### config.mk
export PLATFORM = sky130hd
export DESIGN_NAME = cus47
export DESIGN_NICKNAME = d
export VERILOG_FILES = /design/src/design/sys86_bus_pkg.sv /design/src/design/sys86_timing_pkg.sv /design/src/design/cus47.sv /design/src/design/cus47_addr_decode.sv /design/src/design/cus47_phase_gen.sv /design/src/design/cus47_vblank_watchdog.sv
export SDC_FILE = /design/constraint.sdc
export NUM_CORES = 1
export LEC_CHECK = 0
export BUFFER_PORTS_ARGS = -buffer_cell sky130_fd_sc_hd__buf_2
export CAP_MARGIN = 15
export CORE_AREA = 2 2 39 41
export CTS_CLUSTER_DIAMETER = 150
export DETAILED_ROUTE_END_ITERATION = 10
export DIE_AREA = 0 0 41 43
export HOLD_SLACK_MARGIN = 0.02
export PLACE_DENSITY = 0.69
export SLEW_MARGIN = 5
export SYNTH_ARGS = -nofsm -noshare
export SYNTH_HDL_FRONTEND = slang
export SYNTH_SLANG_ARGS = --single-unit
### constraint.sdc
create_clock -name clk_6m -period 1.04 [get_ports clk_6m]
set_input_delay 0.104 -clock clk_6m [delete_from_list [all_inputs] [get_ports clk_6m]]
set_output_delay 0.104 -clock clk_6m [all_outputs]
set_load 0.01 [all_outputs]
### src/design/sys86_bus_pkg.sv
`default_nettype none

package sys86_bus_pkg;

	////////////////////////////////////////
	// sub cpu upper address, a15 down to a10
	////////////////////////////////////////

	// high three bits pick the 8 KB region
	// low three bits pick the 1 KB page inside it
	typedef struct packed {
		logic [2:0] region;
		logic [2:0] sub;
	} addr_split_t;

	// same six address bits seen two ways
	typedef union packed {
		logic [5:0]  page;
		addr_split_t split;
	} addr_page_u;

	////////////////////////////////////////
	// chip selects and latch strobes
	////////////////////////////////////////

	typedef struct packed {
		logic scr0;
		logic scr1;
		logic obj;
		logic snd;
		logic spgm;
		logic mpgm;
		logic bank;
		logic lth0;
		logic lth1;
		logic lth2;
		logic bufen;
	} cpu_select_t;

	// 8 KB regions
	// video ram 1 at 0000h
	localparam logic [2:0] region_scr0 = 3'd0;
	// video ram 2 at 2000h
	localparam logic [2:0] region_scr1 = 3'd1;
	// sprite ram at 4000h
	localparam logic [2:0] region_obj  = 3'd2;
	// sub program rom at 6000h, read only
	localparam logic [2:0] region_spgm = 3'd3;

	// 1 KB pages
	// sound chip shares its page with sprite ram
	localparam logic [5:0] page_snd     = 6'd16;
	localparam logic [5:0] page_wdog    = 6'd32;
	localparam logic [5:0] page_irq_ack = 6'd33;
	// tile bank select at 8c00h
	localparam logic [5:0] page_bank    = 6'd35;
	// scroll and priority latches
	localparam logic [5:0] page_lth0    = 6'd36;
	localparam logic [5:0] page_lth1    = 6'd37;
	// back colour, a000h
	localparam logic [5:0] page_lth2    = 6'd40;

endpackage

`default_nettype wire

### src/design/sys86_timing_pkg.sv
`default_nettype none

package sys86_timing_pkg;

	////////////////////////////////////////
	// bus phases
	////////////////////////////////////////

	// quadrature strobes for both cpus
	// me and sube are complements, so are mq and subq
	typedef struct packed {
		logic mq;
		logic me;
		logic sube;
		logic subq;
	} bus_phase_t;

	////////////////////////////////////////
	// control strobes
	////////////////////////////////////////

	// write strobes from the decoder into the vblank block
	typedef struct packed {
		logic irq_ack;
		logic wdog_kick;
	} ctrl_strobe_t;

endpackage

`default_nettype wire

### src/design/cus47.sv
`timescale 1ns/1ps
`default_nettype none

module cus47 #(
	// 4 bits gives a reset after 8 missed blanks
	parameter int watchdog_width = 4
) (
	input  logic                         clk_6m,
	input  logic                         reset,
	input  logic                         clk_2h,
	input  logic                         vblk,
	input  logic                         we,
	input  sys86_bus_pkg::addr_page_u    a,
	output sys86_timing_pkg::bus_phase_t phase,
	output sys86_bus_pkg::cpu_select_t   sel,
	output logic                         irq,
	output logic                         wdog_reset
);

	// decoder write strobes into the vblank block
	sys86_timing_pkg::ctrl_strobe_t strobe;

	////////////////////////////////////////
	// bus phases
	////////////////////////////////////////

	// watchdog reset also stops the phase chain
	cus47_phase_gen phase_gen_i (
		.clk_6m (clk_6m),
		.reset  (reset),
		.clear  (wdog_reset),
		.clk_2h (clk_2h),
		.phase  (phase)
	);

	////////////////////////////////////////
	// sub cpu address decode
	////////////////////////////////////////

	cus47_addr_decode addr_decode_i (
		.we     (we),
		.a      (a),
		.sel    (sel),
		.strobe (strobe)
	);

	////////////////////////////////////////
	// vblank interrupt and watchdog
	////////////////////////////////////////

	cus47_vblank_watchdog #(
		.watchdog_width (watchdog_width)
	) vblank_watchdog_i (
		.clk_6m     (clk_6m),
		.reset      (reset),
		.vblk       (vblk),
		.strobe     (strobe),
		.irq        (irq),
		.wdog_reset (wdog_reset)
	);

endmodule

`default_nettype wire

### src/design/cus47_addr_decode.sv
`timescale 1ns/1ps
`default_nettype none

module cus47_addr_decode (
	input  logic                           we,
	input  sys86_bus_pkg::addr_page_u      a,
	output sys86_bus_pkg::cpu_select_t     sel,
	output sys86_timing_pkg::ctrl_strobe_t strobe
);

	////////////////////////////////////////
	// region compares at 8 KB granularity
	////////////////////////////////////////

	logic in_scr0;
	logic in_scr1;
	logic in_obj;
	logic in_spgm;

	assign in_scr0 = (a.split.region == sys86_bus_pkg::region_scr0);
	assign in_scr1 = (a.split.region == sys86_bus_pkg::region_scr1);
	assign in_obj  = (a.split.region == sys86_bus_pkg::region_obj);
	assign in_spgm = (a.split.region == sys86_bus_pkg::region_spgm);

	////////////////////////////////////////
	// page compares at 1 KB granularity
	////////////////////////////////////////

	logic pg_snd;
	logic pg_wdog;
	logic pg_ack;
	logic pg_bank;
	logic pg_lth0;
	logic pg_lth1;
	logic pg_lth2;

	assign pg_snd  = (a.page == sys86_bus_pkg::page_snd);
	assign pg_wdog = (a.page == sys86_bus_pkg::page_wdog);
	assign pg_ack  = (a.page == sys86_bus_pkg::page_irq_ack);
	assign pg_bank = (a.page == sys86_bus_pkg::page_bank);
	assign pg_lth0 = (a.page == sys86_bus_pkg::page_lth0);
	assign pg_lth1 = (a.page == sys86_bus_pkg::page_lth1);
	assign pg_lth2 = (a.page == sys86_bus_pkg::page_lth2);

	////////////////////////////////////////
	// select outputs
	////////////////////////////////////////

	always_comb begin
		// rams and sound chip decode on any access
		sel.scr0  = in_scr0;
		sel.scr1  = in_scr1;
		sel.obj   = in_obj;
		sel.snd   = pg_snd;
		// program roms are read only
		sel.spgm  = ~we & in_spgm;
		// main program rom covers 8000h up on a15 alone
		sel.mpgm  = ~we & a.split.region[2];
		// latches are write only
		sel.bank  = we & pg_bank;
		sel.lth0  = we & pg_lth0;
		sel.lth1  = we & pg_lth1;
		sel.lth2  = we & pg_lth2;
		// data buffer toward the shared bus
		// lth2 sits on the other side and is left out
		sel.bufen = in_scr0 | in_scr1 | in_obj | pg_snd | sel.lth0 | sel.lth1;
	end

	// write strobes for the vblank block
	assign strobe = '{
		irq_ack:   we & pg_ack,
		wdog_kick: we & pg_wdog
	};

	////////////////////////////////////////
	// checks
	////////////////////////////////////////

	// rams and roms sit in disjoint regions of the memory map
	always_comb begin
		a_mem_onehot: assert ($onehot0({sel.scr0, sel.scr1, sel.obj, sel.spgm, sel.mpgm}))
			else $error("more than one memory select active");
	end

endmodule

`default_nettype wire

### src/design/cus47_phase_gen.sv
`timescale 1ns/1ps
`default_nettype none

module cus47_phase_gen (
	input  logic                          clk_6m,
	input  logic                          reset,
	input  logic                          clear,
	input  logic                          clk_2h,
	output sys86_timing_pkg::bus_phase_t  phase
);

	////////////////////////////////////////
	// two stage shift of the 2h level
	////////////////////////////////////////

	// ckb is 2h delayed by one 6m edge
	logic ckb;
	// ckc is 2h delayed by two edges
	logic ckc;

	// board reset or watchdog reset both clear the chain
	always_ff @(posedge clk_6m) begin
		if (reset || clear) begin
			ckb <= 1'b0;
			ckc <= 1'b0;
		end else begin
			ckb <= clk_2h;
			ckc <= ckb;
		end
	end

	// main cpu takes the true outputs
	// sub cpu takes the inverted outputs
	assign phase = '{
		mq:   ckb,
		me:   ckc,
		sube: ~ckc,
		subq: ~ckb
	};

	////////////////////////////////////////
	// checks
	////////////////////////////////////////

	// me trails mq by one 6m edge while the chain runs
	a_me_lags_mq: assert property (
		@(posedge clk_6m) !(reset || clear) |=> phase.me == $past(phase.mq)
	) else $error("me does not follow mq by one edge");

endmodule

`default_nettype wire

### src/design/cus47_vblank_watchdog.sv
`timescale 1ns/1ps
`default_nettype none

module cus47_vblank_watchdog #(
	parameter int watchdog_width = 4
) (
	input  logic                           clk_6m,
	input  logic                           reset,
	input  logic                           vblk,
	input  sys86_timing_pkg::ctrl_strobe_t strobe,
	output logic                           irq,
	output logic                           wdog_reset
);

	////////////////////////////////////////
	// vblank edge detect
	////////////////////////////////////////

	logic vblk_q;
	logic vblk_rise;

	always_ff @(posedge clk_6m) begin
		if (reset) begin
			vblk_q <= 1'b0;
		end else begin
			vblk_q <= vblk;
		end
	end

	// one cycle pulse at the start of each blank
	assign vblk_rise = vblk & ~vblk_q;

	////////////////////////////////////////
	// interrupt flag
	////////////////////////////////////////

	// acknowledge beats a new blank in the same cycle
	always_ff @(posedge clk_6m) begin
		if (reset) begin
			irq <= 1'b0;
		end else if (strobe.irq_ack) begin
			irq <= 1'b0;
		end else if (vblk_rise) begin
			irq <= 1'b1;
		end
	end

	////////////////////////////////////////
	// watchdog counter
	////////////////////////////////////////

	logic [watchdog_width-1:0] wdog_cnt;

	// counts blanks since the last kick
	// kick wins over a blank in the same cycle
	always_ff @(posedge clk_6m) begin
		if (reset) begin
			wdog_cnt <= '0;
		end else if (strobe.wdog_kick) begin
			wdog_cnt <= '0;
		end else if (vblk_rise) begin
			wdog_cnt <= wdog_cnt + 1'b1;
		end
	end

	// top bit sets after 2**(width-1) unkicked blanks
	assign wdog_reset = wdog_cnt[watchdog_width-1];

	////////////////////////////////////////
	// checks
	////////////////////////////////////////

	a_ack_clears_irq: assert property (
		@(posedge clk_6m) disable iff (reset)
		strobe.irq_ack |=> !irq
	) else $error("irq still set after acknowledge");

	a_kick_clears_wdog: assert property (
		@(posedge clk_6m) disable iff (reset)
		strobe.wdog_kick |=> !wdog_reset
	) else $error("watchdog reset still set after kick");

endmodule

`default_nettype wire

After elaboration in Yosys (flattened, before gate mapping)
Index checks and enable logic that the tools add are counted.

storage, ports and cells
  bits in registers = 8
  output and inout port bits = 17
  logic and storage cells = 38

operators by class
  add/sub/neg operators = 1
  equality and inequality tests = 10
  bitwise gates (word level) = 18
  reduce and logical (&&, ||, !) cells = 4

operator list
  kind                                                              number
  6-bit == test (second input constant)                             6
  1-bit AND                                                         9
  3-bit by 2-bit == test with 1-bit output (second input constant)  2
  6-bit by 5-bit == test with 1-bit output (second input constant)  1
  1-bit OR                                                          5
  4-bit by 1-bit adder with 4-bit output (second input constant)    1
  1-bit inverter                                                    4
  2-bit OR reduction                                                2
  3-bit by 1-bit == test with 1-bit output (second input constant)  1
  3-bit zero test                                                   1
  1-bit logical OR                                                  1

Depth between registers and ports, before layout
  word-level depth = 6
  mapped depth = 4
  mapped depth without buffers = 4

Modules after synthesis
From an unflattened synthesis, not the netlist that was laid out.

unflattened totals
  cell total of the unflattened synthesis = 56
  area, all modules = 509.2 sq um

by module, submodules not included
  module                 instances  cells each  area each (sq um)  sequential area each (sq um)
  cus47_vblank_watchdog  1          23          244.0              120.1
  cus47_addr_decode      1          25          187.7              0.0
  cus47_phase_gen        1          8           77.6               40.0

Least setup slack after synthesis
Ideal clock, no wire load.

  path kind = input to output
  from = in a[4] (netlist bit)
  to = out sel[1] (netlist bit)
  arrival time = 0.876 ns
  data required time = 0.936 ns
  setup slack = 0.060 ns
  stages = 3
  buffers on the path = 0
  path through = nand3b_4 -> or3_4 -> nor3_1

RTL lines
  item             line         text
  start, declared  cus47.sv:13  input sys86_bus_pkg::addr_page_u a,
  end, declared    cus47.sv:15  output sys86_bus_pkg::cpu_select_t sel,

==> out/metrics.cfg <==
[routing]
post-route-drc-count=0
ant_nets=0
drt_iter0_markers=8
avgRoutedWirePerCell_um=10.8
drtPass1Iterations=2
routed_wl_mm=1.22
vias_per_cell=4.91
dr_total_vias=555

[clock_tree]
cts-root-buf=clkbuf_4
clock_latency_ns=0.26
cts.sinks=8
clockBufferDepth=2
hold_buffers=0
cts.clk_slew.worst_paths_ns=0.05
cts_tree=built
cts_made_buffers=3
h-tree-depth=1

[sta]
worst_pin_slew_ns=0.192
drv_slew=0
rsz0062_at_grt=true
setup_viol=3
fin_ws_ns=-0.0465
hold_violations=0
holdWs_ns=0.0717
skew_ns=0.00189
slew_headroom=0.871
max_freq_mhz=920
post-route-period-util=1.04
tns_ns=-0.0812
period_minus_slack_ns=1.09

[global_routing]
grt_usage=0.161
antenna_found_initial=0
grt_start_max_net_pins=7
grt_pass1_vias=466
overflow=0
grt_pass1_wl_mm=1.86

[die]
row_count=14
ios=28
core_area_um2=1380
dieArea_um2=1760
start_util=0.358
die_h_um=43
die_w_um=41

[cells_and_area]
design_area_um2=787
utilization=0.569
area_growth_pct=58.8
finalNetCount=111
antennaDiodeCount=0
fillers=138
drive_above_1_share=0.608

[power]
p_seq_frac=0.437
p_sw_frac=0.265
power_frac_comb=0.255
switching_power_uw=204
vdd_drop_max_uv=516
p_per_area_nw_per_um2=978
internal_power_uw=565
p_leak_nw=0.392
p_clk_frac=0.308

[worst_hold_path]
worstHoldPathType=primary input to flop
hold_end=vblank_watchdog_i.vblk_q
whs_path_depth=2
hold_path_startpoint=reset

[placed_design]
gp_congestion=0.889
hpwl_um=938
place_area_um2=688
post-place-ws_ns=-0.0806
portBuffers=27

[worst_setup_path]
startpoint_type=primary input
arrival_ns=0.98
worstSetupPathType=primary input to output port
r2r-start=vblank_watchdog_i.wdog_cnt[0]
r2r-end=vblank_watchdog_i.wdog_cnt[3]
r2r_cells=3
required_ns=0.94
critPathMaxFanout=3
end_kind=output port
reg2reg_slack_ns=0.08
critPathLaunch=a[4]

[run_status]
outcome=complete, but fails checks
violations=negative setup slack

[logic_synthesis]
synth_cells=58
yosysUniqueCellTypes=25
seq_area_frac_synth=0.323
avgSynthCellArea_um2=8.54
yosysWarnings=0
synth_seq_cells=8
syn-num-nets=70
synth.cell_area_um2=495

[run]
cap_violations=0

registers in the layout, summed over array words and instances, names as in the netlist:
signal,flops
vblank_watchdog_i.wdog_cnt,4
phase_gen_i.ckb,1
phase_gen_i.ckc,1
vblank_watchdog_i.irq,1
vblank_watchdog_i.vblk_q,1
through the flow:
step                      std cells  total power, mW
final                           113            0.769
after global routing            113            0.809
after CTS                       110            0.759
after detailed placement        106            0.509
after global placement          106            0.505
after floorplan                  58            0.422
logic make-up after synthesis:
group / synth area share
buf+inv: 0.121
xor+xnor: 0.0354
fa+ha+maj: 0.0252
compound gates: 0.114
simple gates: 0.381
flops: 0.323
cells in the mapped netlist:
| library cell | instances | area [um^2] |
|---|---|---|
| dfxtp_1 | 8 | 160 |
| nor2_1 | 7 | 26.3 |
| buf_4 | 6 | 45.0 |
| nor3_1 | 6 | 30.0 |
| inv_1 | 4 | 15.0 |
| a21oi_1 | 3 | 15.0 |
| nand2_1 | 3 | 11.3 |
| nor2b_1 | 3 | 18.8 |
| nand2b_1 | 2 | 12.5 |
| a311oi_1 | 1 | 8.76 |
| a31o_2 | 1 | 8.76 |
| and4_1 | 1 | 8.76 |
| ha_1 | 1 | 12.5 |
| nand3_1 | 1 | 5.00 |
| nand3b_1 | 1 | 7.51 |
| nand3b_4 | 1 | 20.0 |
| nor3b_1 | 1 | 7.51 |
| nor3b_2 | 1 | 12.5 |
| o21ai_0 | 1 | 5.00 |
| o21bai_4 | 1 | 18.8 |
| or3_1 | 1 | 6.26 |
| or3_4 | 1 | 11.3 |
| or4_4 | 1 | 11.3 |
| xnor2_1 | 1 | 8.76 |
| xor2_1 | 1 | 8.76 |
metal layers:
| layer | up-vias | wire [um] | track usage |
|---|---|---|---|
| li1 | 271 | - | - |
| met5 | - | 0 | 0 |
| met3 | 4 | 63 | 0.0471 |
| met4 | 0 | 35 | 0.120 |
| met1 | 264 | 479 | 0.178 |
| met2 | 16 | 644 | 0.244 |
power groups by stage:
stage / Combinational, mW / Clock, mW / Sequential [mW]
after floorplan: 0.0819 / 0 / 0.340
after global placement: 0.164 / 0 / 0.340
after detailed placement: 0.168 / 0 / 0.341
after CTS: 0.180 / 0.245 / 0.335
after global routing: 0.216 / 0.254 / 0.339
final: 0.196 / 0.237 / 0.336
worst max-delay path: stages:
cell and delay (ns):
buf_6 0.09, nand3b_4 0.15, or3_4 0.34, nor3b_2 0.15, buf_2 0.15
cells in the final DEF, fill, tap and decap left out, types with 2 or more instances in the layout:
cell,count
a21oi_1,2
nand2_1,3
dfxtp_2,3
clkbuf_4,3
nor2_1,5
buf_2,24
inv_1,4
buf_4,15
dfxtp_1,5
buf_6,3
nor2b_1,2
nor3_1,6
repair_timing:
action | CTS | global route
endpoints found under the setup margin | 5 | 6
buffers inserted | 1 | 3
pin swaps | 2 | 4
resized for setup | 5 | 8
how the worst max path moves through the flow:
stage | to | slack, ns | depth (start not counted)
6_report | sel[3] | -0.05 | 5
5_1_grt | sel[1] | -0.09 | 5
4_1_cts | sel[3] | -0.05 | 5
3_5_place_dp | vblank_watchdog_i.wdog_cnt[0] | -0.08 | 4
3_3_place_gp | sel[7] | -0.07 | 4
2_1_floorplan | sel[1] | 0.06 | 3
area by class of cell:
cell class	instances	area [um^2]	share of cell area
Clock buffer	3	22.5	0.0286
Inverter	4	15.0	0.0191
Timing Repair Buffer	42	267	0.339
Tap cell	16	20.0	0.0254
Sequential cell	8	164	0.208
Multi-Input combinational cell	40	299	0.380
(Power assumes the default switching activity.)
